$ cat src/l1dCache_defines.svh
`ifndef L1D_CACHE_DEFINES_SVH
`define L1D_CACHE_DEFINES_SVH

// 1 selects the 16-entry bank build
`define L1D_SMALL 0

// index bits per bank, from tile address bit 1 upward
`define L1D_IX_BITS ((`L1D_SMALL) ? 4 : 6)

`define L1D_TILE_BITS 128
`define L1D_TILE_ADDR_BITS 28 // 32-bit address minus the 16-byte offset

// uncached region, top address nibble
`define L1D_MMIO_NIBBLE 4'hA

// start of the backing memory image
`define L1D_MEM_BASE 32'h0000_0000

`endif

$ cat src/l1dCachePkg.sv
`include "l1dCache_defines.svh"

package l1dCachePkg;

	typedef logic [4:0] opm_t; // [4:3] class, [2] zero-extend, [1:0] size
	typedef logic [4:0] memOpm_t;
	typedef logic [1:0] status_t;
	typedef logic [63:0] word_t;
	typedef logic [`L1D_TILE_BITS-1:0] tile_t;
	typedef logic [`L1D_TILE_ADDR_BITS-1:0] tileAddr_t;
	typedef logic [`L1D_IX_BITS-1:0] tileIx_t;

	localparam logic [1:0] OPC_NONE = 2'b00;
	localparam logic [1:0] OPC_LOAD = 2'b01;
	localparam logic [1:0] OPC_STORE = 2'b10;

	// tile ops use class 11, which no core opcode has
	localparam memOpm_t OPM_READY = 5'b00000;
	localparam memOpm_t OPM_RD_TILE = 5'b11011;
	localparam memOpm_t OPM_WR_TILE = 5'b11111;

	localparam status_t ST_READY = 2'b00;
	localparam status_t ST_OK = 2'b01;
	localparam status_t ST_HOLD = 2'b10;

	typedef struct packed {
		tileAddr_t addr;
		logic spare; // always written zero
		logic dirty;
		logic [1:0] check; // ~addr[1:0] when valid
	} tileTag_t;

	typedef struct packed {
		tileTag_t tag;
		tile_t data;
	} tileEntry_t;

	typedef struct packed {
		logic [31:0] addr;
		opm_t opm;
		word_t data;
	} coreReq_t;

	typedef struct packed {
		coreReq_t req;
		tileAddr_t addrEven;
		tileAddr_t addrOdd;
		tileIx_t ixEven;
		tileIx_t ixOdd;
		logic isMmio;
	} stageReq_t;

	typedef struct packed {
		logic en;
		tileIx_t ix;
		tileEntry_t entry;
	} bankWrite_t;

	typedef struct packed {
		logic [31:0] addr;
		memOpm_t opm;
		tile_t data;
	} memReq_t;

	typedef struct packed {
		logic missEven;
		logic missOdd;
		logic isMmio; // pending uncached access
		coreReq_t req;
		tileAddr_t addrEven;
		tileAddr_t addrOdd;
		tileIx_t ixEven;
		tileIx_t ixOdd;
		tileEntry_t victimEven;
		tileEntry_t victimOdd;
	} missReq_t;

endpackage

$ cat src/l1dAddrStage.sv
`timescale 1ns/100ps
`include "l1dCache_defines.svh"

module l1dAddrStage (
	input  logic                   clock,
	input  logic                   reset,
	input  l1dCachePkg::coreReq_t  req,
	input  logic                   stall,
	output l1dCachePkg::stageReq_t stageOut,
	output l1dCachePkg::tileIx_t   nextIxEven,
	output l1dCachePkg::tileIx_t   nextIxOdd
);
	import l1dCachePkg::*;

	stageReq_t next;
	tileAddr_t tileLo;
	tileAddr_t tileHi;

	always_comb
	begin
		tileLo = req.addr[31:4];
		tileHi = tileLo + 1'b1;
		next.req = req;
		if (req.addr[4]) // first tile sits in the odd bank
		begin
			next.addrOdd = tileLo;
			next.addrEven = tileHi;
		end
		else
		begin
			next.addrEven = tileLo;
			next.addrOdd = tileHi;
		end
		next.ixEven = next.addrEven[`L1D_IX_BITS:1];
		next.ixOdd = next.addrOdd[`L1D_IX_BITS:1];
		next.isMmio = (req.addr[31:28] == `L1D_MMIO_NIBBLE);
	end

	always_ff @(posedge clock)
	begin
		if (reset)
			stageOut.req.opm <= {OPC_NONE, 3'b000};
		else if (!stall)
			stageOut <= next;
	end

	// held request keeps re-reading its own tiles
	assign nextIxEven = stall ? stageOut.ixEven : next.ixEven;
	assign nextIxOdd = stall ? stageOut.ixOdd : next.ixOdd;

endmodule

$ cat config.mk
export PLATFORM = sky130hd
export DESIGN_NAME = l1dAddrStage
export DESIGN_NICKNAME = d
export VERILOG_FILES = /design/src/l1dCachePkg.sv /design/src/l1dAddrStage.sv
export VERILOG_INCLUDE_DIRS = /design/src
export SDC_FILE = /design/constraint.sdc
export NUM_CORES = 1
export LEC_CHECK = 0
export BUFFER_PORTS_ARGS = -buffer_cell sky130_fd_sc_hd__buf_4
export CAP_MARGIN = 20
export CORE_UTILIZATION = 35
export CTS_CLUSTER_SIZE = 40
export DETAILED_ROUTE_END_ITERATION = 10
export GPL_ROUTABILITY_DRIVEN = 0
export SLEW_MARGIN = 10
export SYNTH_ARGS = -nofsm -noshare
export SYNTH_HDL_FRONTEND = slang
export SYNTH_SLANG_ARGS = --single-unit
$ cat constraint.sdc
create_clock -name clock -period 18.65 [get_ports clock]
set_input_delay 3.73 -clock clock [delete_from_list [all_inputs] [get_ports clock]]
set_output_delay 3.73 -clock clock [all_outputs]
set_load 0.05 [all_outputs]
**After elaboration in Yosys (flattened, before gate mapping)**

Index checks and enable logic that the tools add are counted.

- $add $sub $neg: 1
- Multiply operators: 0
- Divide/modulo/power cells: 0
- Order comparisons: 0
- Eq/ne operators: 1
- Shift operators: 0
- Multiplexer cells: 3
- Bitwise operators: 2
- Reductions and logical operators: 1

Operators by type and width:

| kind | count |
|---|---|
| two-way mux 56 bit | 1 |
| adder 28 x 1 -> 28 bit, second input constant | 1 |
| two-way mux 6 bit | 2 |
| == test 4 bit, second input constant | 1 |
| inverter 1 bit | 2 |
| AND reduction 2 bit | 1 |

- Register bits: 170
- Bits in latches: 0
- RAM bits: 0
- ROM bits: 0
- Input port bits: 104
- Output and inout port bits: 182
- Word-level logic and storage cells: 18
- Memories kept: 0

**Depth between registers and ports, before layout**

- Depth in word-level cells: 3
- Gate-level depth with buffers: 5
- Depth with buffers taken out: 5

**Least setup slack after synthesis**

OpenSTA, ideal clock, no wires.

- Path kind: input-to-reg
- Start point: input port stall
- End point: register stageOut[0] (netlist bit) (enable)
- Library setup time: 670 ps
- Arrival time: 10484 ps
- Required time: 17980 ps
- Slack: 7496 ps
- Stages on the path: 3
- Path buffers: 2
- Cells stage by stage: buf_2 > buf_2 > nor2_1

- Word-level cells in the longest chain between the ends: 2

RTL lines:

| element | RTL line | source |
|---|---|---|
| from (decl) | l1dAddrStage.sv:8 | `input logic stall,` |
| inverter 1 bit (no source line) | - |  |
| AND reduction 2 bit (no source line) | - |  |
| to (signal assigned) | l1dAddrStage.sv:44 | `stageOut <= next;` |
| to (decl) | l1dAddrStage.sv:9 | `output l1dCachePkg::stageReq_t stageOut,` |

No other way between the ends.
A chain may end at the register's enable or synchronous reset.

==> results.toml <==
[status]
outcome = "finished, final reports clean"

[yosys]
yosys.cell_types.count = 38
netlist_area_um2 = 6000
synth_seq_cells = 158
yosysTopAreaCell = "edfxtp_1"
syn_nets = 440
synth_area_leaders = "edfxtp_1 (77%), xnor2_1 (4.1%), mux2_2 (1.9%)"
synth-seq-area-share = 0.782
synth_warnings = 0
synth.avg_cell_area_um2 = 18.0
syn_inst = 334
yosysTopAreaCellShare = 0.765

[global_routing]
busiest_layer = "met2"
first_global_vias = 3753
grt_first_pass_wirelength_mm = 21.9
use_met3 = 0.0651
grt_max_degree = 60
grt_use_met1 = 0.197
overflow = 0
use_met2 = 0.279
grtUsageTotal = 0.167
antenna_found_initial = 0

[die]
fp.dieW_um = 133
core_area_um2 = 16600
top_level_ports = 286
die_height_um = 133
initial_utilization = 0.361
row_count = 47
die_area_um2 = 17700

[critical_path]
crit_fanout = 11
crit_required_ns = 14.92
worstPathArrival_ns = 5.22
critPathBufInv = 2
reg2reg_slack_ns = 18.04
criticalPathCategory = "input pin to primary output"
crit_path_frequent_cell = "buf_4"
cp-end-kind = "primary output"
max_stage_delay_ns = 0.30
setup.worst_path.start_class = "input pin"
crit_path_top_delay_cell = "ha_1"
cp_cell_sequence = "buf_4, ha_1, and4_4, nand3_1, xnor2_1, mux2_1, buf_4"
cpLargestDelayFamily = "simple AND/OR/NAND/NOR gates"

[timing]
period_needed_ns = 8.95
worst_slew_pin_slew_ns = 0.706
setup_ws_ns = 9.70
max_freq_mhz = 112
slew-limit-headroom = 0.529
tns_ns = 0
setup_viol = 0
finalCritPeriodShare = 0.480
slew_violations = 0
hold_viol_final = 0
rsz0062_at_grt = "false"
worst_clock_skew_ns = 0

[finish]
final_common_cell = "buf_4"
largest_reg_flops = 158
diodes = 0
syn_to_final_growth_pct = 47.6
layout.nets = 714
design_area_um2 = 8860
final_util = 0.533
final_cell_mix = "buf_4 (288), edfxtp_1 (153), xnor2_1 (28), clkbuf_16 (17), nand3_1 (14)"
layout-drive-gt1-share = 0.564
top_regs = "stageOut x158"
largest-register = "stageOut"

[clock_tree]
clk_pin_slew_ns = 0.06
cts-buffers-inserted = 17
clock_tree.buffer_depth = 2
holdBufCountCts = 0
post_cts_buffers = 0
cts-resized-gates = 0
cts_tree = "done"
htree_levels = 4
clk_latency_ns = 0.41
cts_sinks = 158
clockRootBuffer = "clkbuf_16"

[place]
dpl_cell_area_um2 = 8240
place_ws_ns = 9.68
portBuffers = 285
hpwlAfterDp_mm = 11.0

[power]
vdd_drop_max_uv = 58.6
leakagePower_nw = 3.56
p_total_mw = 0.970
powerDensity_nw_per_um2 = 109

[detailed_routing]
wl_per_cell_um = 17.4
drc = 0
vias = 3739
via_per_inst = 4.45
drt_pass1_iterations = 4
ant_nets = 0
wl_mm = 14.6
first_iter_violations = 166

[job]
cap_viol_max_count = 0

[min_path]
hold_class = "flop to flop"
## power by group
part / switching, mW / internal (mW) / total, mW
clock network: 0.147 / 0.215 / 0.362
logic: 0.130 / 0.0544 / 0.184
registers: 0.00743 / 0.416 / 0.424
## routing by layer
metal / wire length [µm] / vias up
met5: 0 / -
met4: 110 / 0
met3: 1400 / 11
met2: 7400 / 187
met1: 5710 / 1771
li1: - / 1770
## cell usage after synthesis
| cell | count |
|---|---|
| nand4_4 | 1 |
| nand4_2 | 3 |
| nor3_1 | 2 |
| and3_4 | 2 |
| nand2_1 | 13 |
| mux2_1 | 1 |
| mux2_2 | 10 |
| xnor2_1 | 28 |
| nor3_2 | 2 |
| buf_2 | 3 |
| nand4_1 | 11 |
| nor4bb_1 | 1 |
| inv_1 | 2 |
| nor4_1 | 1 |
| nor2b_1 | 1 |
| buf_4 | 12 |
| nor3_4 | 2 |
| nor4_2 | 2 |
| xor2_2 | 1 |
| edfxtp_1 | 153 |
| buf_6 | 4 |
| and2_1 | 2 |
| o21ai_0 | 1 |
| conb_1 | 2 |
| and3_1 | 3 |
| mux2i_1 | 5 |
| clkbuf_8 | 1 |
| xor2_1 | 10 |
| ha_1 | 2 |
| dfxtp_1 | 5 |
| and4_4 | 2 |
| or2_2 | 1 |
| clkbuf_1 | 13 |
| nand3_2 | 2 |
| nand3_1 | 14 |
| nor2_1 | 14 |
| inv_2 | 1 |
| nor2b_4 | 1 |
## worst min-delay path: cells and delay by family, from the launching register on
| kind | cells | cell delay [ns] |
|---|---|---|
| flops | 1 | 0.33 |
| simple gates | 1 | 0.07 |
| mux | 1 | 0.07 |
## cell type report
class / count / area [µm²]
Clock buffer: 17 / 425
Sequential cell: 158 / 4690
Clock inverter: 15 / 201
Inverter: 3 / 11.3
Fill cell: 1394 / 7780
Multi-Input combinational cell: 140 / 1090
Tap cell: 220 / 275
Timing Repair Buffer: 288 / 2160
## through the flow
stage / cells / hold WS (ns)
floorplan: 334 / 0.741
global placement: 809 / 0.489
detailed placement: 809 / 0.484
CTS: 841 / 0.500
global route: 841 / 0.577
finish: 841 / 0.500
## cell families (layout without fill, tap and decap cells)
family,count (synthesis),after routing,synth area share
DFF,158,158,0.782
and+or+nand+nor,80,80,0.0875
xor gates and xnor gates,39,39,0.0581
buffers and inverters,36,323,0.0373
muxes,16,16,0.0290
adders and majority gates,2,2,0.00417
other,2,2,0.00125
AOI/OAI and AO/OA,1,1,0.000833
## path summary, 6_finish.rpt
| check | from | cells after the start | to |
|---|---|---|---|
| setup / recovery | req[73] | 7 | nextIxEven[5] |
| hold / removal | stageOut[134]$_SDFFE_PP0N_ | 2 | stageOut[134]$_SDFFE_PP0N_ |
| setup reg to reg | stageOut[135]$_SDFFE_PP0N_ | 2 | stageOut[135]$_SDFFE_PP0N_ |
| hold reg to reg | stageOut[134]$_SDFFE_PP0N_ | 2 | stageOut[134]$_SDFFE_PP0N_ |
No activity file was read; power rests on OpenSTA's default activity.
