File: src/l1dCache_defines.svh
`ifndef L1D_CACHE_DEFINES_SVH
`define L1D_CACHE_DEFINES_SVH

// 1 selects the 16-entry bank build
`define L1D_SMALL 0

// index bits per bank, from tile address bit 1 upward
`define L1D_IX_BITS ((`L1D_SMALL) ? 4 : 6)

`define L1D_TILE_BITS 128
`define L1D_TILE_ADDR_BITS 28 // 32-bit address minus the 16-byte offset

// uncached region, top address nibble
`define L1D_MMIO_NIBBLE 4'hA

// start of the backing memory image
`define L1D_MEM_BASE 32'h0000_0000

`endif

File: src/l1dCachePkg.sv
`include "l1dCache_defines.svh"

package l1dCachePkg;

	typedef logic [4:0] opm_t; // [4:3] class, [2] zero-extend, [1:0] size
	typedef logic [4:0] memOpm_t;
	typedef logic [1:0] status_t;
	typedef logic [63:0] word_t;
	typedef logic [`L1D_TILE_BITS-1:0] tile_t;
	typedef logic [`L1D_TILE_ADDR_BITS-1:0] tileAddr_t;
	typedef logic [`L1D_IX_BITS-1:0] tileIx_t;

	localparam logic [1:0] OPC_NONE = 2'b00;
	localparam logic [1:0] OPC_LOAD = 2'b01;
	localparam logic [1:0] OPC_STORE = 2'b10;

	// tile ops use class 11, which no core opcode has
	localparam memOpm_t OPM_READY = 5'b00000;
	localparam memOpm_t OPM_RD_TILE = 5'b11011;
	localparam memOpm_t OPM_WR_TILE = 5'b11111;

	localparam status_t ST_READY = 2'b00;
	localparam status_t ST_OK = 2'b01;
	localparam status_t ST_HOLD = 2'b10;

	typedef struct packed {
		tileAddr_t addr;
		logic spare; // always written zero
		logic dirty;
		logic [1:0] check; // ~addr[1:0] when valid
	} tileTag_t;

	typedef struct packed {
		tileTag_t tag;
		tile_t data;
	} tileEntry_t;

	typedef struct packed {
		logic [31:0] addr;
		opm_t opm;
		word_t data;
	} coreReq_t;

	typedef struct packed {
		coreReq_t req;
		tileAddr_t addrEven;
		tileAddr_t addrOdd;
		tileIx_t ixEven;
		tileIx_t ixOdd;
		logic isMmio;
	} stageReq_t;

	typedef struct packed {
		logic en;
		tileIx_t ix;
		tileEntry_t entry;
	} bankWrite_t;

	typedef struct packed {
		logic [31:0] addr;
		memOpm_t opm;
		tile_t data;
	} memReq_t;

	typedef struct packed {
		logic missEven;
		logic missOdd;
		logic isMmio; // pending uncached access
		coreReq_t req;
		tileAddr_t addrEven;
		tileAddr_t addrOdd;
		tileIx_t ixEven;
		tileIx_t ixOdd;
		tileEntry_t victimEven;
		tileEntry_t victimOdd;
	} missReq_t;

endpackage

File: src/l1dAccessStage.sv
`timescale 1ns/100ps

module l1dAccessStage (
	input  logic                    clock,
	input  logic                    reset,
	input  l1dCachePkg::stageReq_t  stageIn,
	input  l1dCachePkg::tileEntry_t entryEven,
	input  l1dCachePkg::tileEntry_t entryOdd,
	input  logic                    fillBusy,
	input  logic                    mmioDone,
	input  l1dCachePkg::word_t      mmioData,
	output l1dCachePkg::bankWrite_t writeEven,
	output l1dCachePkg::bankWrite_t writeOdd,
	output l1dCachePkg::missReq_t   miss,
	output l1dCachePkg::word_t      loadVal,
	output l1dCachePkg::status_t    status,
	output logic                    stall
);
	import l1dCachePkg::*;

	bankWrite_t lastEven;
	bankWrite_t lastOdd;
	tileEntry_t curEven;
	tileEntry_t curOdd;
	logic reqValid;
	logic isStore;
	logic zeroExt;
	logic hitEven;
	logic hitOdd;
	logic [5:0] bitOfs;
	tile_t win;
	tile_t winW;
	tile_t mask;
	tile_t newEven;
	tile_t newOdd;
	word_t ext;
	word_t loadExt;
	word_t sizeMask;

	always_comb
	begin
		curEven = (lastEven.en && lastEven.ix == stageIn.ixEven) ? lastEven.entry : entryEven;
		curOdd = (lastOdd.en && lastOdd.ix == stageIn.ixOdd) ? lastOdd.entry : entryOdd;
		reqValid = (stageIn.req.opm[4:3] == OPC_LOAD) || (stageIn.req.opm[4:3] == OPC_STORE);
		isStore = stageIn.req.opm[4:3] == OPC_STORE;
		zeroExt = stageIn.req.opm[2];
		hitEven = (curEven.tag.addr == stageIn.addrEven) &&
			(curEven.tag.check == ~curEven.tag.addr[1:0]);
		hitOdd = (curOdd.tag.addr == stageIn.addrOdd) &&
			(curOdd.tag.check == ~curOdd.tag.addr[1:0]);

		// 16-byte window starting at the addressed 8-byte word
		case (stageIn.req.addr[4:3])
			2'b00: win = curEven.data;
			2'b01: win = {curOdd.data[63:0], curEven.data[127:64]};
			2'b10: win = curOdd.data;
			default: win = {curEven.data[63:0], curOdd.data[127:64]};
		endcase
		bitOfs = {stageIn.req.addr[2:0], 3'b000};
		ext = word_t'(win >> bitOfs);

		case (stageIn.req.opm[1:0])
			2'd0: loadExt = {{56{ext[7] & ~zeroExt}}, ext[7:0]};
			2'd1: loadExt = {{48{ext[15] & ~zeroExt}}, ext[15:0]};
			2'd2: loadExt = {{32{ext[31] & ~zeroExt}}, ext[31:0]};
			default: loadExt = ext;
		endcase
		loadVal = stageIn.isMmio ? mmioData : loadExt;

		case (stageIn.req.opm[1:0])
			2'd0: sizeMask = 64'h0000_0000_0000_00FF;
			2'd1: sizeMask = 64'h0000_0000_0000_FFFF;
			2'd2: sizeMask = 64'h0000_0000_FFFF_FFFF;
			default: sizeMask = '1;
		endcase
		mask = tile_t'(sizeMask) << bitOfs;
		winW = (win & ~mask) | (tile_t'(stageIn.req.data & sizeMask) << bitOfs);

		// undo the rotation for each bank
		newEven = curEven.data;
		newOdd = curOdd.data;
		case (stageIn.req.addr[4:3])
			2'b00: newEven = winW;
			2'b01:
			begin
				newEven = {winW[63:0], curEven.data[63:0]};
				newOdd = {curOdd.data[127:64], winW[127:64]};
			end
			2'b10: newOdd = winW;
			default:
			begin
				newOdd = {winW[63:0], curOdd.data[63:0]};
				newEven = {curEven.data[127:64], winW[127:64]};
			end
		endcase

		miss.missEven = reqValid && !stageIn.isMmio && !hitEven;
		miss.missOdd = reqValid && !stageIn.isMmio && !hitOdd;
		miss.isMmio = reqValid && stageIn.isMmio;
		miss.req = stageIn.req;
		miss.addrEven = stageIn.addrEven;
		miss.addrOdd = stageIn.addrOdd;
		miss.ixEven = stageIn.ixEven;
		miss.ixOdd = stageIn.ixOdd;
		miss.victimEven = curEven;
		miss.victimOdd = curOdd;

		if (stageIn.isMmio)
			stall = reqValid && !mmioDone;
		else
			stall = reqValid && (miss.missEven || miss.missOdd || fillBusy);
		status = stall ? ST_HOLD : (reqValid ? ST_OK : ST_READY);

		writeEven.en = isStore && !stageIn.isMmio && !stall && (stageIn.req.addr[4:3] != 2'b10);
		writeEven.ix = stageIn.ixEven;
		writeEven.entry.tag = '{addr: stageIn.addrEven, spare: 1'b0, dirty: 1'b1,
			check: ~stageIn.addrEven[1:0]};
		writeEven.entry.data = newEven;
		writeOdd.en = isStore && !stageIn.isMmio && !stall && (stageIn.req.addr[4:3] != 2'b00);
		writeOdd.ix = stageIn.ixOdd;
		writeOdd.entry.tag = '{addr: stageIn.addrOdd, spare: 1'b0, dirty: 1'b1,
			check: ~stageIn.addrOdd[1:0]};
		writeOdd.entry.data = newOdd;
	end

	always_ff @(posedge clock)
	begin
		if (reset)
		begin
			lastEven.en <= 1'b0;
			lastOdd.en <= 1'b0;
		end
		else
		begin
			lastEven <= writeEven;
			lastOdd <= writeOdd;
		end
	end

endmodule

File: config.mk
export PLATFORM = sky130hd
export DESIGN_NAME = l1dAccessStage
export DESIGN_NICKNAME = d
export VERILOG_FILES = /design/src/l1dCachePkg.sv /design/src/l1dAccessStage.sv
export VERILOG_INCLUDE_DIRS = /design/src
export SDC_FILE = /design/constraint.sdc
export NUM_CORES = 2
export LEC_CHECK = 0
export BUFFER_PORTS_ARGS = -buffer_cell sky130_fd_sc_hd__buf_4
export CAP_MARGIN = 20
export CORE_AREA = 3 3 558 560
export DETAILED_ROUTE_END_ITERATION = 8
export DIE_AREA = 0 0 561 563
export PLACE_DENSITY = 0.3
export SYNTH_ARGS = -nofsm -noshare
export SYNTH_HDL_FRONTEND = slang
export SYNTH_SLANG_ARGS = --single-unit
File: constraint.sdc
create_clock -name clock -period 12.6 [get_ports clock]
set_input_delay 3.15 -clock clock [delete_from_list [all_inputs] [get_ports clock]]
set_output_delay 3.15 -clock clock [all_outputs]
set_load 0.005 [all_outputs]
Word level (Yosys, flattened, before mapping)
Cells that the tools add are included.
Storage, ports and cells
  register bits: 330
  bits in latches: 0
  RAM bits: 0
  ROM bits: 0
  input bits: 558
  output and inout port bits: 893
  logic and storage cells: 74
  memories kept: 0
Cells by class
  add/subtract/negate cells: 0
  multiply operators: 0
  div/mod/pow operators: 0
  order comparisons: 0
  eq/ne operators: 13
  shift-type cells: 3
  muxes and demuxes: 11
  bitwise operators: 12
  reductions and logical operators: 25
Operators with widths (number)
  $pmux 128 s3: 3
  $pmux 64 s3: 2
  $mux 160: 2
  $shl 64x6->128: 2
  $and 128x128->128: 1
  $not 128->128: 1
  $or 128x128->128: 1
  $shr 128x6->64: 1
  $and 64x64->64: 1
  $mux 64: 1
  $eq 28x28->1: 2
  $logic_and 1x1->1: 14
  $eq 6x6->1: 2
  $not 2->2: 4
  $eq 2x1->1 const B: 3
  $eq 2x2->1 const B: 3
  $logic_not 1->1: 5
  $eq 2x2->1: 2
  $logic_not 2->1: 2
  $and 1x1->1: 3
  $logic_or 1x1->1: 3
  $mux 1: 2
  $mux 2: 1
  $ne 2x2->1 const B: 1
  other kinds (2): 2

Logic depth before layout (Yosys ltp)
  depth after elaboration: 15
  mapped depth: 14
  mapped depth without buffers: 9

Least setup slack after synthesis
OpenSTA, ideal clock, no wires.
  path kind: in2reg
  start point: input reset
  end point: register lastEven[0] (netlist bit), enable pin
  setup time: 676 ps
  arrival: 9463 ps
  data required time: 11924 ps
  path slack: 2461 ps
  stages: 1
  buffers on the path: 0
  cells stage by stage: inv_1
RTL lines
  start: declaration: RTL line l1dAccessStage.sv:5  | input logic reset,
  end signal: assignment: RTL line l1dAccessStage.sv:135  | lastEven <= writeEven;
  end: declaration: RTL line l1dAccessStage.sv:21  | bankWrite_t lastEven;
No word-level cell between the ends.

Final worst setup path
  start point: input stageIn[9] (netlist bit)
  end point: output loadVal[29]
On the way
  cells in the longest elaborated chain, start to end: 8
  elaborated cells on any way between the ends: 9
  classes of those cells: eq/ne (1); shift (1); mux (4); bitwise (2); reduce/logical (1)
Ends and longest elaborated chain
  start: declaration: RTL line l1dAccessStage.sv:6  | input l1dCachePkg::stageReq_t stageIn,
  $eq 6x6->1 (*): RTL line l1dAccessStage.sv:42  | curEven = (lastEven.en && lastEven.ix == stageIn.ixEven) ? lastEven.entry : entryEven;
  $logic_and 1x1->1 (*): RTL line l1dAccessStage.sv:42
  $mux 160 (*): RTL line l1dAccessStage.sv:42
  $pmux 128 s3 (*): RTL line l1dAccessStage.sv:53  | case (stageIn.req.addr[4:3])
  $shr 128x6->64 (*): RTL line l1dAccessStage.sv:60  | ext = word_t'(win >> bitOfs);
  $and 1x1->1 (on tied branches): RTL line l1dAccessStage.sv:64, l1dAccessStage.sv:63
  $pmux 64 s3 (*): RTL line l1dAccessStage.sv:62  | case (stageIn.req.opm[1:0])
  $mux 64 (*): RTL line l1dAccessStage.sv:68  | loadVal = stageIn.isMmio ? mmioData : loadExt;
  end: declaration: RTL line l1dAccessStage.sv:15  | output l1dCachePkg::word_t loadVal,
Every way passes the cells marked *; elsewhere a longest branch is shown, timed or not.

==> out/results.tsv <==
metric	value	unit
time the final worst path needs with I/O delays and setup	12080	ps
number of DRC violations after detailed routing	0	
Die Height	563	um
flops & latches, synth	330	
synthesis-to-layout area growth	44.7	%
Reg-to-Reg Start	lastEven[163]	
setup violators final	0	
endpoint required time on the critical path	9450	ps
die width	561	um
post-synth top area share	27.2	%
library cell appearing most often on the critical path	sky130_fd_sc_hd__buf_4	
number of gates resized after CTS	0	
number of slew-limit violations in the final report	0	
CTS max path bufs	3	
Synth area leader	sky130_fd_sc_hd__edfxtp_1	
Worst Tran Pin Value	1320	ps
Slowest-stage cell, CP	sky130_fd_sc_hd__o221ai_1	
initial antenna violation count	118	
total design power	0.00549	W
launch instance of the worst min-delay path	lastOdd[120]	
largest fanout on the critical path	46	
number of synthesized flops with an enable pin	328	
register clock-pin slew on the reported worst setup and hold paths	60	ps
worst hold margin	722	ps
post-layout utilization of the core	17.1	%
ys flop type	sky130_fd_sc_hd__edfxtp_1	
pin count of the biggest net entering global routing	117	
launching element of the worst setup path	stageIn[9]	
wire length per cell	43.0	um
Critical Path, Cell by Cell	buf_4, xnor2_1, nand3_4, nor2_8, buf_12, a21oi_1, o221ai_1, a2bb2oi_1, a211oi_1, nand2_1, buf_4, a32oi_1, buf_4	
sum of negative setup slack	0	ps
number of I/O port buffers	1392	
global-route congestion overflow total	0	
leading cell types by total area after synthesis	sky130_fd_sc_hd__edfxtp_1 (27%), sky130_fd_sc_hd__mux4_2 (9.6%), sky130_fd_sc_hd__mux2i_1 (8.2%)	
core area	0.306	mm^2
ratio of cells with drive above 1 in the final layout	37.7	%
vias per cell	4.63	
fin crit share	95.9	%
number of optimization iterations in the first detailed-route pass	6	
overall global routing resource usage	24.6	%
number of global-route vias before repair	42700	
effective utilization at floorplan	11.8	%
type of destination of the critical path	output port	
total number of vias	44000	
Worst VDD drop	0.000131	V
path class of the lowest-slack min-delay path	register to register	
Syn Std Cell Area	0.0362	mm^2
maximum achievable frequency	82.8	MHz
Seq/Total Area, Yosys	27.3	%
syn_area_per_cell	8.47	um^2
HPWL after DPL	343000	um
WS Path Type	primary input to output port	
number of placement rows	203	
number of buffers inserted for hold repair after clock tree synthesis	0	
Die Area	0.316	mm^2
Worst EP arrival	8930	ps
async set-or-reset flop fraction in the synthesized netlist	0	%
routability congestion estimate	0.959	
Clk Tree Root Cell	sky130_fd_sc_hd__clkbuf_16	
Max H-tree Level	2	
Synth top cells by count	sky130_fd_sc_hd__nand2_1 (480), sky130_fd_sc_hd__o21ai_0 (430), sky130_fd_sc_hd__edfxtp_1 (328), sky130_fd_sc_hd__mux2i_1 (297), sky130_fd_sc_hd__clkbuf_1 (281)	
status	finished clean	
clock tree skew after final layout	91.7	ps
clock sink total	330	
wire length of the first global-routing pass	507000	um
NumNets Final	5869	
CTS tree	yes	
largest incremental delay on the critical path	880	ps
Static Leak	21.1	nW
I/O pins	1451	
final setup slack of the worst path	519	ps
WL final	409000	um
remaining antenna violation count	0	
synth warn	0	
number of different library cells in the post-synthesis netlist	86	
count of mapped cells out of synthesis	4279	
power density over the cells	105	mW/mm^2
final hold viol count	0	
total clock buffers created by CTS	58	
Post-CTS Setup Repair Bufs	0	
most used standard cell by instance count after synthesis	sky130_fd_sc_hd__nand2_1	
worst slack, placed	578	ps
clock latency on the worst-skew pair	790	ps
Slew headroom	11.9	%
element type at the critical path start	primary input	
number of DRC markers after the initial detailed-route iteration	4701	
max-cap violation count	0	
setup repair after global routing missed its margin	no	
-- critical path: cells and delay by family --
| kind | cells | cell delay [ps] |
|---|---|---|
| compound gates | 5 | 2580 |
| simple gates | 3 | 1710 |
| xor+xnor | 1 | 360 |
| buf+inv | 4 | 1010 |
-- state kept, by name, summed over array words and instances (netlist names) --
name,cells
lastOdd,165
lastEven,165
-- worst paths after layout --
path | slack [ps] | endpoint | cells past startpoint
worst max-delay path | 520 | loadVal[29] | 13
worst min-delay path | 720 | lastOdd[120] | 3
worst max register to register | 7110 | lastEven[92] | 9
worst min register to register | 720 | lastOdd[120] | 3
-- metrics by stage --
| stage | area [um^2] | instances |
|---|---|---|
| after floorplan | 36200 | 4281 |
| after global placement | 50300 | 9341 |
| after detailed placement | 50400 | 9348 |
| after CTS | 52300 | 9455 |
| after global routing | 52400 | 9469 |
| final | 52400 | 9492 |
-- power by group --
group	leakage (nW)	switching, W	total (W)	internal [W]
Combinational	16.9	0.00157	0.00234	0.000771
Clock	0.935	0.000756	0.00175	0.000991
Sequential	3.22	0.0000541	0.00141	0.00135
-- layout make-up --
class	instances	area, um^2
Timing Repair Buffer	1599	12200
Sequential cell	330	9890
Multi-Input combinational cell	3076	22200
Clock inverter	34	418
Clock buffer	73	1510
Tap cell	4100	5130
Antenna cell	35	87.6
Fill cell	34800	254000
Inverter	245	948
-- metal layers --
layer	track usage, %	wire length, um	vias to the layer above
li1	-	-	18100
met1	30.5	168000	22800
met5	0	319	-
met3	7.16	34500	499
met2	40.1	187000	2626
met4	9.59	18900	46
-- logic make-up after synthesis --
kind of cell             after synthesis  share of synthesized area [%]
buffers and inverters                875                           12.0
adder cells (fa/ha/maj)                3                         0.0898
other                                  2                         0.0207
AO/OA/AOI/OAI                       1331                           24.3
XOR/XNOR                              16                          0.407
multiplexers                         558                           21.1
AND/OR/NAND/NOR                     1164                           14.8
flip-flops                           330                           27.3
-- placed cells by master (no fill, tap or decap), types with 42 or more instances in the layout --
master                      synthesis  routed
sky130_fd_sc_hd__a21oi_1          229     228
sky130_fd_sc_hd__a22oi_1           58      57
sky130_fd_sc_hd__a32oi_1           68      68
sky130_fd_sc_hd__and2_1            77      75
sky130_fd_sc_hd__and3_1            69      67
sky130_fd_sc_hd__buf_4            259    1579
sky130_fd_sc_hd__clkbuf_16          0      58
sky130_fd_sc_hd__edfxtp_1         328     328
sky130_fd_sc_hd__inv_1            242     238
sky130_fd_sc_hd__mux2_2           106     106
sky130_fd_sc_hd__mux2i_1          297     297
sky130_fd_sc_hd__mux4_2           155     155
sky130_fd_sc_hd__nand2_1          480     479
sky130_fd_sc_hd__nand3_1          115     114
sky130_fd_sc_hd__nand4_1           44      44
sky130_fd_sc_hd__nor2_1           255     246
sky130_fd_sc_hd__o211ai_1          42      42
sky130_fd_sc_hd__o21ai_0          430     428
sky130_fd_sc_hd__o22ai_1           58      57
Note: power is estimated with default switching activity, not from simulation.
