File: src/l1dCache_defines.svh
`ifndef L1D_CACHE_DEFINES_SVH
`define L1D_CACHE_DEFINES_SVH

// 1 selects the 16-entry bank build
`define L1D_SMALL 0

// index bits per bank, from tile address bit 1 upward
`define L1D_IX_BITS ((`L1D_SMALL) ? 4 : 6)

`define L1D_TILE_BITS 128
`define L1D_TILE_ADDR_BITS 28 // 32-bit address minus the 16-byte offset

// uncached region, top address nibble
`define L1D_MMIO_NIBBLE 4'hA

// start of the backing memory image
`define L1D_MEM_BASE 32'h0000_0000

`endif

File: src/l1dCachePkg.sv
`include "l1dCache_defines.svh"

package l1dCachePkg;

	typedef logic [4:0] opm_t; // [4:3] class, [2] zero-extend, [1:0] size
	typedef logic [4:0] memOpm_t;
	typedef logic [1:0] status_t;
	typedef logic [63:0] word_t;
	typedef logic [`L1D_TILE_BITS-1:0] tile_t;
	typedef logic [`L1D_TILE_ADDR_BITS-1:0] tileAddr_t;
	typedef logic [`L1D_IX_BITS-1:0] tileIx_t;

	localparam logic [1:0] OPC_NONE = 2'b00;
	localparam logic [1:0] OPC_LOAD = 2'b01;
	localparam logic [1:0] OPC_STORE = 2'b10;

	// tile ops use class 11, which no core opcode has
	localparam memOpm_t OPM_READY = 5'b00000;
	localparam memOpm_t OPM_RD_TILE = 5'b11011;
	localparam memOpm_t OPM_WR_TILE = 5'b11111;

	localparam status_t ST_READY = 2'b00;
	localparam status_t ST_OK = 2'b01;
	localparam status_t ST_HOLD = 2'b10;

	typedef struct packed {
		tileAddr_t addr;
		logic spare; // always written zero
		logic dirty;
		logic [1:0] check; // ~addr[1:0] when valid
	} tileTag_t;

	typedef struct packed {
		tileTag_t tag;
		tile_t data;
	} tileEntry_t;

	typedef struct packed {
		logic [31:0] addr;
		opm_t opm;
		word_t data;
	} coreReq_t;

	typedef struct packed {
		coreReq_t req;
		tileAddr_t addrEven;
		tileAddr_t addrOdd;
		tileIx_t ixEven;
		tileIx_t ixOdd;
		logic isMmio;
	} stageReq_t;

	typedef struct packed {
		logic en;
		tileIx_t ix;
		tileEntry_t entry;
	} bankWrite_t;

	typedef struct packed {
		logic [31:0] addr;
		memOpm_t opm;
		tile_t data;
	} memReq_t;

	typedef struct packed {
		logic missEven;
		logic missOdd;
		logic isMmio; // pending uncached access
		coreReq_t req;
		tileAddr_t addrEven;
		tileAddr_t addrOdd;
		tileIx_t ixEven;
		tileIx_t ixOdd;
		tileEntry_t victimEven;
		tileEntry_t victimOdd;
	} missReq_t;

endpackage

File: src/l1dMissEngine.sv
`timescale 1ns/100ps

module l1dMissEngine (
	input  logic                    clock,
	input  logic                    reset,
	input  l1dCachePkg::missReq_t   miss,
	input  l1dCachePkg::tile_t      memDataIn,
	input  l1dCachePkg::status_t    memOk,
	output l1dCachePkg::memReq_t    memReq,
	output l1dCachePkg::bankWrite_t fillEven,
	output l1dCachePkg::bankWrite_t fillOdd,
	output logic                    fillBusy,
	output logic                    mmioDone,
	output l1dCachePkg::word_t      mmioData
);
	import l1dCachePkg::*;

	typedef enum logic [2:0] {
		S_IDLE,
		S_WB,
		S_RDW,
		S_RD,
		S_FILL,
		S_MMIO,
		S_MMIODONE
	} state_t;

	state_t state;
	logic selOdd;
	tileAddr_t tileAddr;
	tileIx_t tileIx;
	bankWrite_t fillQ;
	logic pickOdd;
	tileAddr_t pickAddr;
	tileIx_t pickIx;
	tileEntry_t victim;
	logic victimDirty;

	always_comb
	begin
		pickOdd = !miss.missEven; // even bank goes first
		pickAddr = pickOdd ? miss.addrOdd : miss.addrEven;
		pickIx = pickOdd ? miss.ixOdd : miss.ixEven;
		victim = pickOdd ? miss.victimOdd : miss.victimEven;
		victimDirty = victim.tag.dirty && (victim.tag.check == ~victim.tag.addr[1:0]);
	end

	always_ff @(posedge clock)
	begin
		if (reset)
		begin
			state <= S_IDLE;
			memReq.opm <= OPM_READY;
			fillQ.en <= 1'b0;
			mmioDone <= 1'b0;
		end
		else
		begin
			fillQ.en <= 1'b0;
			mmioDone <= 1'b0;
			case (state)
				S_IDLE:
					if (memOk == ST_READY)
					begin
						if (miss.isMmio)
						begin
							memReq <= '{addr: miss.req.addr, opm: miss.req.opm,
								data: {64'b0, miss.req.data}};
							state <= S_MMIO;
						end
						else if (miss.missEven || miss.missOdd)
						begin
							selOdd <= pickOdd;
							tileAddr <= pickAddr;
							tileIx <= pickIx;
							if (victimDirty)
							begin
								memReq <= '{addr: {victim.tag.addr, 4'b0000}, opm: OPM_WR_TILE,
									data: victim.data};
								state <= S_WB;
							end
							else
							begin
								memReq <= '{addr: {pickAddr, 4'b0000}, opm: OPM_RD_TILE, data: '0};
								state <= S_RD;
							end
						end
					end
				S_WB:
					if (memOk == ST_OK)
					begin
						memReq.opm <= OPM_READY;
						state <= S_RDW;
					end
				S_RDW: // memory must drop back to ready first
					if (memOk == ST_READY)
					begin
						memReq <= '{addr: {tileAddr, 4'b0000}, opm: OPM_RD_TILE, data: '0};
						state <= S_RD;
					end
				S_RD:
					if (memOk == ST_OK)
					begin
						memReq.opm <= OPM_READY;
						fillQ.en <= 1'b1;
						fillQ.ix <= tileIx;
						fillQ.entry <= '{tag: '{addr: tileAddr, spare: 1'b0, dirty: 1'b0,
							check: ~tileAddr[1:0]}, data: memDataIn};
						state <= S_FILL;
					end
				S_FILL:
					state <= S_IDLE; // bank takes the tile at this edge
				S_MMIO:
					if (memOk == ST_OK)
					begin
						memReq.opm <= OPM_READY;
						mmioData <= memDataIn[63:0];
						mmioDone <= 1'b1;
						state <= S_MMIODONE;
					end
				default:
					state <= S_IDLE;
			endcase
		end
	end

	always_comb
	begin
		fillEven = fillQ;
		fillOdd = fillQ;
		fillEven.en = fillQ.en && !selOdd;
		fillOdd.en = fillQ.en && selOdd;
	end

	assign fillBusy = (state == S_WB) || (state == S_RDW) || (state == S_RD) ||
		(state == S_FILL);

endmodule

File: config.mk
export PLATFORM = sky130hd
export DESIGN_NAME = l1dMissEngine
export DESIGN_NICKNAME = d
export VERILOG_FILES = /design/src/l1dCachePkg.sv /design/src/l1dMissEngine.sv
export VERILOG_INCLUDE_DIRS = /design/src
export SDC_FILE = /design/constraint.sdc
export NUM_CORES = 1
export LEC_CHECK = 0
export BUFFER_PORTS_ARGS = -buffer_cell sky130_fd_sc_hd__buf_4
export CORE_AREA = 3 3 461 463
export CTS_CLUSTER_SIZE = 16
export DETAILED_ROUTE_END_ITERATION = 8
export DIE_AREA = 0 0 464 466
export GPL_TIMING_DRIVEN = 0
export PLACE_DENSITY = 0.3
export SLEW_MARGIN = 5
export SYNTH_ARGS = -nofsm -noshare
export SYNTH_HDL_FRONTEND = slang
export SYNTH_SLANG_ARGS = --single-unit
File: constraint.sdc
create_clock -name clock -period 16.1 [get_ports clock]
set_input_delay 2.415 -clock clock [delete_from_list [all_inputs] [get_ports clock]]
set_output_delay 2.415 -clock clock [all_outputs]
set_load 0.005 [all_outputs]
# Word level (Yosys, flattened, before mapping)
# Cells that the tools add are included.
[classes]
addsub = 0
n_lt_le_gt_ge = 0
n_eq_ne = 14
n_shift = 0
div_mod_pow = 0
bitwise = 6
n_mul = 0
muxes = 23
n_reduce_logical = 22
[op_table]
columns = ["op", "count"]
rows = [
  ["165-bit two-way mux", 5],
  ["128-bit case mux with 2 select lines", 1],
  ["167-bit two-way mux", 1],
  ["160-bit two-way mux", 1],
  ["32-bit case mux with 2 select lines", 1],
  ["28-bit two-way mux", 1],
  ["3-bit two-way mux", 7],
  ["3-bit case mux with 5 select lines", 1],
  ["5-bit case mux with 3 select lines", 1],
  ["5-bit AND reduction", 3],
  ["2-bit inequality test (second input constant)", 5],
  ["3-bit by 2-bit equality test with 1-bit output (second input constant)", 2],
  ["3-bit equality test (second input constant)", 2],
  ["6-bit two-way mux", 1],
  ["3-bit AND reduction", 2],
  ["6-bit AND reduction", 1],
  ["5-bit two-way mux", 1],
  ["1-bit logical OR", 4],
  ["1-bit inverter", 4],
  ["2-bit inverter", 2],
  ["2-bit OR reduction", 2],
  ["3-bit by 1-bit equality test with 1-bit output (second input constant)", 1],
  ["1-bit logical AND", 3],
  ["3-bit zero test", 1],
  ["other kinds (11)", 12],
]
[totals]
word_cells = 79
inputBits = 624
ff_bits = 433
mem_bits_ro = 0
n_memories = 0
ram_bits = 0
latch_bits = 0

# Depth between registers and ports, before layout
# Gate-level depths: netlist of run 1.
[logic_depth]
depth_word = 9
ltp_mapped = 8
depth_no_buf = 5

# Least setup slack after synthesis of run 1
# No wires, ideal clock.
[synth_timing]
path_type = "in2reg"
from = "input memOk[1]"
to = "register fillQ (netlist bit fillEven[0]), enable pin"
path_stages = 2
t_required_ns = 15.212
arrival_time_ns = 13.827
n_path_buf = 0
path_slack_ns = 1.384
cell_sequence = "nand3b_1 nor3_1"
[synth_between]
elab_chain_len = 2
[synth_lines]
columns = ["element", "line", "source"]
rows = [
  ["start: declaration", "l1dMissEngine.sv:8", "input l1dCachePkg::status_t memOk,"],
  ["2-bit by 1-bit equality test with 1-bit output", "l1dMissEngine.sv:102", "if (memOk == ST_OK)"],
  ["3-bit AND reduction (no line)", "--", ""],
  ["end: declaration", "l1dMissEngine.sv:32", "bankWrite_t fillQ;"],
]
# Every way passes these cells.
# A chain may end at the register's enable or synchronous reset.

# Worst setup path after layout of run 1
[layout_timing]
from = "input miss[489] in the netlist's numbering"
to = "register memReq[51] in the netlist's numbering, data pin"
[layout_between]
elab_chain_len = 3
[layout_lines]
columns = ["element", "line", "source"]
rows = [
  ["start: declaration", "l1dMissEngine.sv:6", "input l1dCachePkg::missReq_t miss,"],
  ["165-bit two-way mux", "l1dMissEngine.sv:65", "if (miss.isMmio)"],
  ["165-bit two-way mux", "l1dMissEngine.sv:63", "if (memOk == ST_READY)"],
  ["128-bit case mux with 2 select lines", "l1dMissEngine.sv:61", "case (state)"],
  ["end signal: assignment", "l1dMissEngine.sv:67", "memReq <= '{addr: miss.req.addr, opm: miss.req.opm,"],
  ["end signal: assignment", "l1dMissEngine.sv:78", "memReq <= '{addr: {victim.tag.addr, 4'b0000}, opm: OPM_WR_TILE,"],
  ["end signal: assignment", "l1dMissEngine.sv:84", "memReq <= '{addr: {pickAddr, 4'b0000}, opm: OPM_RD_TILE, data: '0};"],
  ["end: declaration", "l1dMissEngine.sv:9", "output l1dCachePkg::memReq_t memReq,"],
]
# Every way passes these cells. The select of a mux whose other input is x is not followed.

==> results.py, run 1 <==
metrics = {
    "worst_setup_path": {
        "critical_path.reg2reg.startpoint": "state[1]$_SDFFE_PP0P_",
        "timing.reg2reg.setup_slack_ps": 12300,
        "cp_slowest_cell": "sky130_fd_sc_hd__nor2_1",
        "ff2ff_path_depth": 6,
        "worstSetupStartpoint": "miss[489]",
        "crit_top_cell": "sky130_fd_sc_hd__clkbuf_1",
        "critical_path_class": "in -> reg",
        "timing.critical_path.arrival_ps": 5810,
        "cp_max_fo": 10,
        "worst_setup_path_endpoint": "memReq[51]$_SDFFCE_PP0P_",
        "worstPathCellList": "clkbuf_1 -> inv_1 -> nor2_1 -> clkbuf_1 -> clkbuf_1 -> nand2_1 -> o21ai_0",
        "largest_stage_delay_on_the_critical_path_ps": 900,
        "rr_endpoint": "memReq[51]$_SDFFCE_PP0P_",
        "worstSetupEndpointType": "flip-flop",
        "critical_path.startpoint_type": "primary input",
        "cp.required_ps": 16400,
    },
    "finish": {
        "final_layout_size_suffix_gt1_frac": 0.6461,
        "area_used_by_multi_input_combinational_logic_um2": 4033,
        "final_net_count": 3278,
        "area_delta_synth_final_pct": 75.02,
        "seq_area_um2": 12900,
        "fillerInstances": 23430,
    },
    "synthesis": {
        "synth_top_area_frac": 0.6453,
        "synth-compound-area-share": 0.03706,
        "synthSimpleGateAreaFrac": 0.04678,
        "post_synth_xor_area_fraction": 0.002225,
        "synth_sequential_area_ratio": 0.6554,
        "synth.most_common_cell": "sky130_fd_sc_hd__edfxtp_1",
        "syn-instance-count": 1370,
        "synthDominantAreaCellType": "sky130_fd_sc_hd__edfxtp_1",
        "synthMuxAreaShare": 0.1171,
        "post_synth_fa_ha_maj_area_fraction": 0,
        "yosysWarningCount": 0,
        "synth_seq_cells": 433,
        "synth-edff-count": 423,
        "ys_top_cells_by_area": "sky130_fd_sc_hd__edfxtp_1 (65%), sky130_fd_sc_hd__buf_4 (13%), sky130_fd_sc_hd__mux2i_1 (6.6%)",
        "synth_top_family_by_area": "buffers and inverters",
        "synthArstFlopShare": 0,
        "synthesis.area_um2": 19690,
        "synth_commonest_cells": "sky130_fd_sc_hd__edfxtp_1 (423), sky130_fd_sc_hd__buf_4 (334), sky130_fd_sc_hd__mux2i_1 (129)",
        "avgSynthCellArea_um2": 14.37,
        "yosys_most_used_dff": "sky130_fd_sc_hd__edfxtp_1",
        "yosys.cell_types.count": 41,
    },
    "clock_network": {
        "clock_transition_at_path_regs_ps": 60,
        "htreeDepth": 2,
        "postCtsSetupBuffers": 0,
        "cts_buffers": 61,
        "cts_tree": "yes",
        "clock_net_sink_count": 433,
        "insertion_delay_ps": 710,
        "cts_hold_repair.buffers": 0,
        "cts_buffer_depth": 3,
        "post_cts_resize_count": 0,
        "root_buffer": "sky130_fd_sc_hd__clkbuf_16",
    },
    "floorplanning": {
        "pin_count": 1189,
        "placeableCoreArea_um2": 209200,
        "die_width_um": 464,
        "chipHeight_um": 466,
        "core.rowCount": 168,
        "initial_core_utilization": 0.09412,
        "die_area_um2": 216200,
    },
    "timing": {
        "slew_headroom": 0.1314,
        "setup_viol": 0,
        "rsz0062_at_grt": "no",
        "fmax_mhz": 181.4,
        "timing_hold_violations_final": 0,
        "final.setup_skew_ps": 22.09,
        "worstMarginPinSlew_ps": 1289,
        "post-route-min-period_ps": 5512,
        "final-max-slew-violation-count": 0,
        "finalHoldWorstSlack_ps": 417.6,
        "period_share": 0.3424,
    },
    "routing": {
        "drc": 0,
        "routedWlPerCell_um": 22.62,
        "detailroute.via_count": 15730,
        "route.detailed.vias_per_inst": 2.851,
        "drt-pass1-iter-count": 5,
        "postRouteAntennaNets": 0,
        "drt_wl_total_mm": 124.8,
        "initialDrtViolationCount": 669,
    },
    "global_routing": {
        "total_global_route_track_usage": 0.1101,
        "grt_max_degree": 95,
        "antenna_violations_before_repair": 42,
        "sum_of_overflow_across_all_layers_after_global_routing": 0,
        "grt_pass1_vias": 16900,
        "first_pass_grt_wire_length_mm": 159.9,
    },
    "power": {
        "power.combinational.fraction": 0.115,
        "post-layout-total-power_mw": 2.976,
        "pwr_per_cell_area_nw_per_um2": 86.39,
        "power.switching_uw": 751.0,
        "seqPwrFrac": 0.426,
        "p_leak_nw": 14.43,
        "clkPwrFrac": 0.459,
        "power.ir.vdd_worst_mv": 0.07557,
        "power_report.internal_total_mw": 2.225,
        "swShare": 0.2523,
    },
    "run": {
        "max-cap-violations": 0,
    },
    "worst_hold_path": {
        "worstHoldPathType": "reg -> reg",
    },
    "run_status": {
        "run_status": "complete, no violations",
    },
    "placement": {
        "port_buffers": 1181,
        "placer_congestion_estimate": 0.8138,
        "hpwl_mm": 107.1,
    },
}
## power groups by stage
stage,logic [mW],registers [mW],clock network [mW]
3_5_place_dp,0.357,1.29,0
4_1_cts,0.359,1.27,1.44
6_report,0.343,1.27,1.37
3_3_place_gp,0.355,1.30,0
5_1_grt,0.374,1.27,1.48
2_1_floorplan,0.110,1.29,0
## registers in the layout, summed over array words and instances (netlist names)
signal and cells:
fillEven 164, fillQ 1, memReq 165, mmioData 64, mmioDone 1, selOdd 1
state 3, tileAddr 28, tileIx 6
## worst min path at each step
stage                         from                       to  cells past startpoint
3_3_place_gp   tileIx[5]$_DFFE_PP_  fillEven[165]$_DFFE_PP_                      0
5_1_grt        tileIx[4]$_DFFE_PP_  fillEven[164]$_DFFE_PP_                      0
6_report       tileIx[4]$_DFFE_PP_  fillEven[164]$_DFFE_PP_                      0
2_1_floorplan  tileIx[0]$_DFFE_PP_  fillEven[160]$_DFFE_PP_                      0
4_1_cts        tileIx[4]$_DFFE_PP_  fillEven[164]$_DFFE_PP_                      0
3_5_place_dp   tileIx[3]$_DFFE_PP_  fillEven[163]$_DFFE_PP_                      0
## per-stage QoR
step           setup TNS (ps)  cell area [um2]  std cells  setup WS (ps)  utilization
2_1_floorplan               0            19700       1373           1384            -
3_3_place_gp         -1612300            32070       5359          -9600       0.1533
3_5_place_dp                0            32460       5396           9692       0.1552
4_1_cts                     0            34420       5506          10460       0.1646
5_1_grt                     0            34450       5515          10460       0.1647
6_report                    0            34450       5518          10590       0.1647
## critical path: cells and delay by family
kind	cells	cell delay, ps
AND/OR/NAND/NOR	2	1000
buffers and inverters	4	1860
AO/OA/AOI/OAI	1	500
## layout make-up
cell class | count | share of cell area
multi-input combinational | 542 | 0.1170
clock buffer | 71 | 0.04540
timing repair buffer | 1218 | 0.2678
antenna | 12 | 0.0008716
inverter | 6 | 0.0008716
tap | 2805 | 0.1019
buffer | 392 | 0.08011
clock inverter | 39 | 0.01158
sequential | 433 | 0.3745
## cells by family after synthesis
kind of cell    after synthesis
buf+inv                     398
other cells                   1
mux                         219
simple gates                204
compound gates              110
flops                       433
xor+xnor                      5
## layout by cell type, fill, tap and decap left out, types with 5 or more instances in the layout
cell type                   count
sky130_fd_sc_hd__nand2_1       69
sky130_fd_sc_hd__diode_2       12
sky130_fd_sc_hd__dfxtp_1       10
sky130_fd_sc_hd__clkinv_1      18
sky130_fd_sc_hd__mux2i_1      129
sky130_fd_sc_hd__clkbuf_16     61
sky130_fd_sc_hd__clkinv_2       8
sky130_fd_sc_hd__nor2_1        75
sky130_fd_sc_hd__clkbuf_1      41
sky130_fd_sc_hd__buf_4       1537
sky130_fd_sc_hd__a221o_1       29
sky130_fd_sc_hd__buf_2          9
sky130_fd_sc_hd__and3_1        28
sky130_fd_sc_hd__o21ai_0       66
sky130_fd_sc_hd__bufinv_16      6
sky130_fd_sc_hd__and2_1         5
sky130_fd_sc_hd__buf_6         16
sky130_fd_sc_hd__mux2_2        90
sky130_fd_sc_hd__edfxtp_1     423
sky130_fd_sc_hd__buf_1         14
## layer usage
metal  share of wire  global-route usage  routed length (um)
met5          0.0016                   0                 195
met3           0.089             0.04124               11160
met1            0.36              0.1174               45440
met4           0.037             0.04525                4670
met2            0.51              0.1948               63360
No activity file was read; power rests on OpenSTA's default activity.
==> run 2: changes to the inputs <==
--- a/config.mk
+++ b/config.mk
@@ -6,11 +6,12 @@
 export SDC_FILE = /design/constraint.sdc
 export NUM_CORES = 1
 export LEC_CHECK = 0
+export ABC_AREA = 1
 export BUFFER_PORTS_ARGS = -buffer_cell sky130_fd_sc_hd__buf_4
-export CORE_AREA = 3 3 461 463
+export CORE_AREA = 3 3 468 470
 export CTS_CLUSTER_SIZE = 16
 export DETAILED_ROUTE_END_ITERATION = 8
-export DIE_AREA = 0 0 464 466
+export DIE_AREA = 0 0 471 473
 export GPL_TIMING_DRIVEN = 0
 export PLACE_DENSITY = 0.3
 export SLEW_MARGIN = 5
==> constraint.sdc (replaced) <==
create_clock -name clock -period 5.24 [get_ports clock]
set_input_delay 0.786 -clock clock [delete_from_list [all_inputs] [get_ports clock]]
set_output_delay 0.786 -clock clock [all_outputs]
set_load 0.005 [all_outputs]
==> results.py, run 2 <==
metrics = {
    "timing": {
        "slew_headroom": 0.2558,
        "timing_hold_violations_final": 0,
        "finalHoldWorstSlack_ps": 300.4,
        "final-max-slew-violation-count": 0,
        "worstMarginPinSlew_ps": 1116,
        "fmax_mhz": 270.9,
        "final.setup_skew_ps": 25.71,
        "rsz0062_at_grt": "no",
        "worst_slack_ps": 1549,
        "period_share": 0.7044,
        "post-route-min-period_ps": 3691,
        "setup_viol": 0,
    },
    "floorplanning": {
        "initial_core_utilization": 0.09440,
        "pin_count": 1189,
        "die_width_um": 471,
        "core.rowCount": 170,
        "placeableCoreArea_um2": 214800,
        "chipHeight_um": 473,
        "die_area_um2": 222800,
    },
    "synthesis": {
        "synth-edff-count": 423,
        "synth_top_area_frac": 0.6263,
        "syn-instance-count": 1732,
        "synthesis.area_um2": 20280,
        "avgSynthCellArea_um2": 11.71,
        "yosysWarningCount": 0,
        "synth_seq_cells": 433,
        "yosys_most_used_dff": "sky130_fd_sc_hd__edfxtp_1",
        "synth_sequential_area_ratio": 0.6362,
        "synth.most_common_cell": "sky130_fd_sc_hd__nand2_1",
        "ys_top_cells_by_area": "sky130_fd_sc_hd__edfxtp_1 (63%), sky130_fd_sc_hd__buf_4 (12%), sky130_fd_sc_hd__nand2_1 (8.3%)",
        "synth_commonest_cells": "sky130_fd_sc_hd__nand2_1 (450), sky130_fd_sc_hd__edfxtp_1 (423), sky130_fd_sc_hd__buf_4 (336)",
        "yosys.cell_types.count": 27,
        "synthArstFlopShare": 0,
        "synthDominantAreaCellType": "sky130_fd_sc_hd__edfxtp_1",
    },
    "routing": {
        "routedWlPerCell_um": 22.99,
        "detailroute.via_count": 17360,
        "drt_wl_total_mm": 135.9,
        "initialDrtViolationCount": 691,
        "postRouteAntennaNets": 0,
        "route.detailed.vias_per_inst": 2.936,
        "drt-pass1-iter-count": 5,
        "drc": 0,
    },
    "worst_setup_path": {
        "critical_path_class": "reg -> out",
        "cp_max_fo": 10,
        "cp.required_ps": 4450,
        "worstSetupEndpointType": "primary output",
        "largest_stage_delay_on_the_critical_path_ps": 690,
        "ff2ff_path_depth": 13,
        "worstPathCellList": "inv_2 -> nand2_2 -> nor2_4 -> inv_1 -> clkbuf_1 -> o21ai_0 -> buf_4",
        "cp_slowest_cell": "sky130_fd_sc_hd__clkbuf_1",
        "critical_path.startpoint_type": "flip-flop",
        "timing.reg2reg.setup_slack_ps": 2000,
        "timing.critical_path.arrival_ps": 2910,
    },
    "clock_network": {
        "root_buffer": "sky130_fd_sc_hd__clkbuf_16",
        "postCtsSetupBuffers": 0,
        "cts_tree": "yes",
        "clock_net_sink_count": 433,
        "htreeDepth": 3,
        "cts_buffers": 67,
        "cts_buffer_depth": 3,
        "clock_transition_at_path_regs_ps": 60,
        "cts_hold_repair.buffers": 0,
        "insertion_delay_ps": 660,
        "post_cts_resize_count": 0,
    },
    "finish": {
        "area_delta_synth_final_pct": 75.67,
        "largest_register_ffs": 165,
        "most_frequent_cells_in_the_layout": "sky130_fd_sc_hd__buf_4 (1517), sky130_fd_sc_hd__nand2_1 (448), sky130_fd_sc_hd__edfxtp_1 (423), sky130_fd_sc_hd__clkbuf_16 (69), sky130_fd_sc_hd__mux2i_1 (64)",
        "postLayoutCoreUtil": 0.1658,
        "finalInstanceArea_um2": 35630,
        "stdcell_count": 5913,
        "final_net_count": 3645,
        "final_layout_size_suffix_gt1_frac": 0.5808,
        "largest_register": "memReq",
        "layout.cells.most_common": "sky130_fd_sc_hd__buf_4",
    },
    "global_routing": {
        "antenna_violations_before_repair": 21,
        "grt_pass1_vias": 18540,
        "sum_of_overflow_across_all_layers_after_global_routing": 0,
        "first_pass_grt_wire_length_mm": 175.5,
        "grt_max_degree": 18,
        "total_global_route_track_usage": 0.1178,
    },
    "power": {
        "seqPwrFrac": 0.390,
        "pwr_per_cell_area_nw_per_um2": 300.3,
        "p_leak_nw": 15.16,
        "power.ir.vdd_worst_mv": 0.2038,
        "power_report.internal_total_mw": 7.676,
        "power.combinational.fraction": 0.182,
        "power.switching_mw": 3.023,
        "clkPwrFrac": 0.428,
        "swShare": 0.2825,
    },
    "placement": {
        "placer_congestion_estimate": 0.8405,
        "placed_area_um2": 33460,
        "place_ws_ps": 1101,
        "port_buffers": 1180,
        "dp_cells": 5790,
        "hpwl_mm": 116.7,
    },
    "worst_hold_path": {
        "worstHoldPathType": "in -> reg",
        "min_delay_path_depth": 1,
    },
    "run_status": {
        "run_status": "complete, no violations",
    },
    "run": {
        "max-cap-violations": 0,
    },
}
run 2: cell count changes in the layout (fill, tap and decap cells not counted), moves of 29 or more:
cell and change:
sky130_fd_sc_hd__nand3_1 +57, sky130_fd_sc_hd__mux2i_1 -65, sky130_fd_sc_hd__mux2_2 -90, sky130_fd_sc_hd__a21oi_2 +55, sky130_fd_sc_hd__a221o_1 -29, sky130_fd_sc_hd__o21ai_0 -50, sky130_fd_sc_hd__nand2_1 +379, sky130_fd_sc_hd__nor2_1 -57
sky130_fd_sc_hd__a21oi_1 +43, sky130_fd_sc_hd__o21ai_1 +57, sky130_fd_sc_hd__inv_1 +40
run 2: logic make-up (layout without fill, tap and decap cells):
| kind of cell | Yosys count | count (layout) | synth area share |
|---|---|---|---|
| DFF | 433 | 433 | 0.6362 |
| buffers and inverters | 464 | 1799 | 0.1561 |
| and+or+nand+nor | 595 | 595 | 0.1225 |
| muxes | 64 | 64 | 0.03159 |
| other | 1 | 9 | 0.0001849 |
| AOI/OAI and AO/OA | 175 | 175 | 0.05349 |
run 2: power groups by stage:
stage	Combinational [mW]	Sequential [mW]	Clock, mW
floorplan	0.631	4.28	0
global placement	1.96	4.30	0
detailed placement	2.05	4.24	0
CTS	2.06	4.18	4.85
global route	2.15	4.19	4.97
finish	1.95	4.17	4.57
run 2: final timing paths:
check / from / end
setup / recovery: state[2]$_SDFFE_PP0P_ / fillBusy
hold / removal: memDataIn[83] / fillEven[83]$_DFFE_PP_
setup reg to reg: state[2]$_SDFFE_PP0P_ / memReq[31]$_SDFFCE_PP0P_
hold reg to reg: tileIx[2]$_DFFE_PP_ / fillEven[162]$_DFFE_PP_
run 2: layout make-up:
cell class              instances  area (um2)
fillers                     24170      179200
inverters                      48       190.2
clock inverters                31       359.1
repair buffers               1217        9505
diodes                          5       12.51
multi-input cells             838        4289
flip-flops and latches        433       12900
plain buffers                 416        3024
well taps                    2838        3551
clock buffers                  87        1793
run 2: critical path: cells and delay by family, from the launching register on:
kind                   cells  cell delay, ps
and+or+nand+nor            2             310
AOI/OAI and AO/OA          1             220
DFF                        1             380
buffers and inverters      4            1300
run 2: metrics by stage:
stage	TNS (ps)	total power, mW
CTS	0	11.09
global route	0	11.31
global placement	-1646060	6.259
finish	0	10.70
detailed placement	0	6.295
floorplan	-36090	4.907
run 2: per-layer routing:
layer  vias up  GRT usage  part of all wire
met5         -          0           0.00010
met3       142    0.04291             0.082
met1      8120     0.1159              0.34
li1       8209          -                 -
met2       888     0.2286              0.55
met4         2    0.03284             0.025
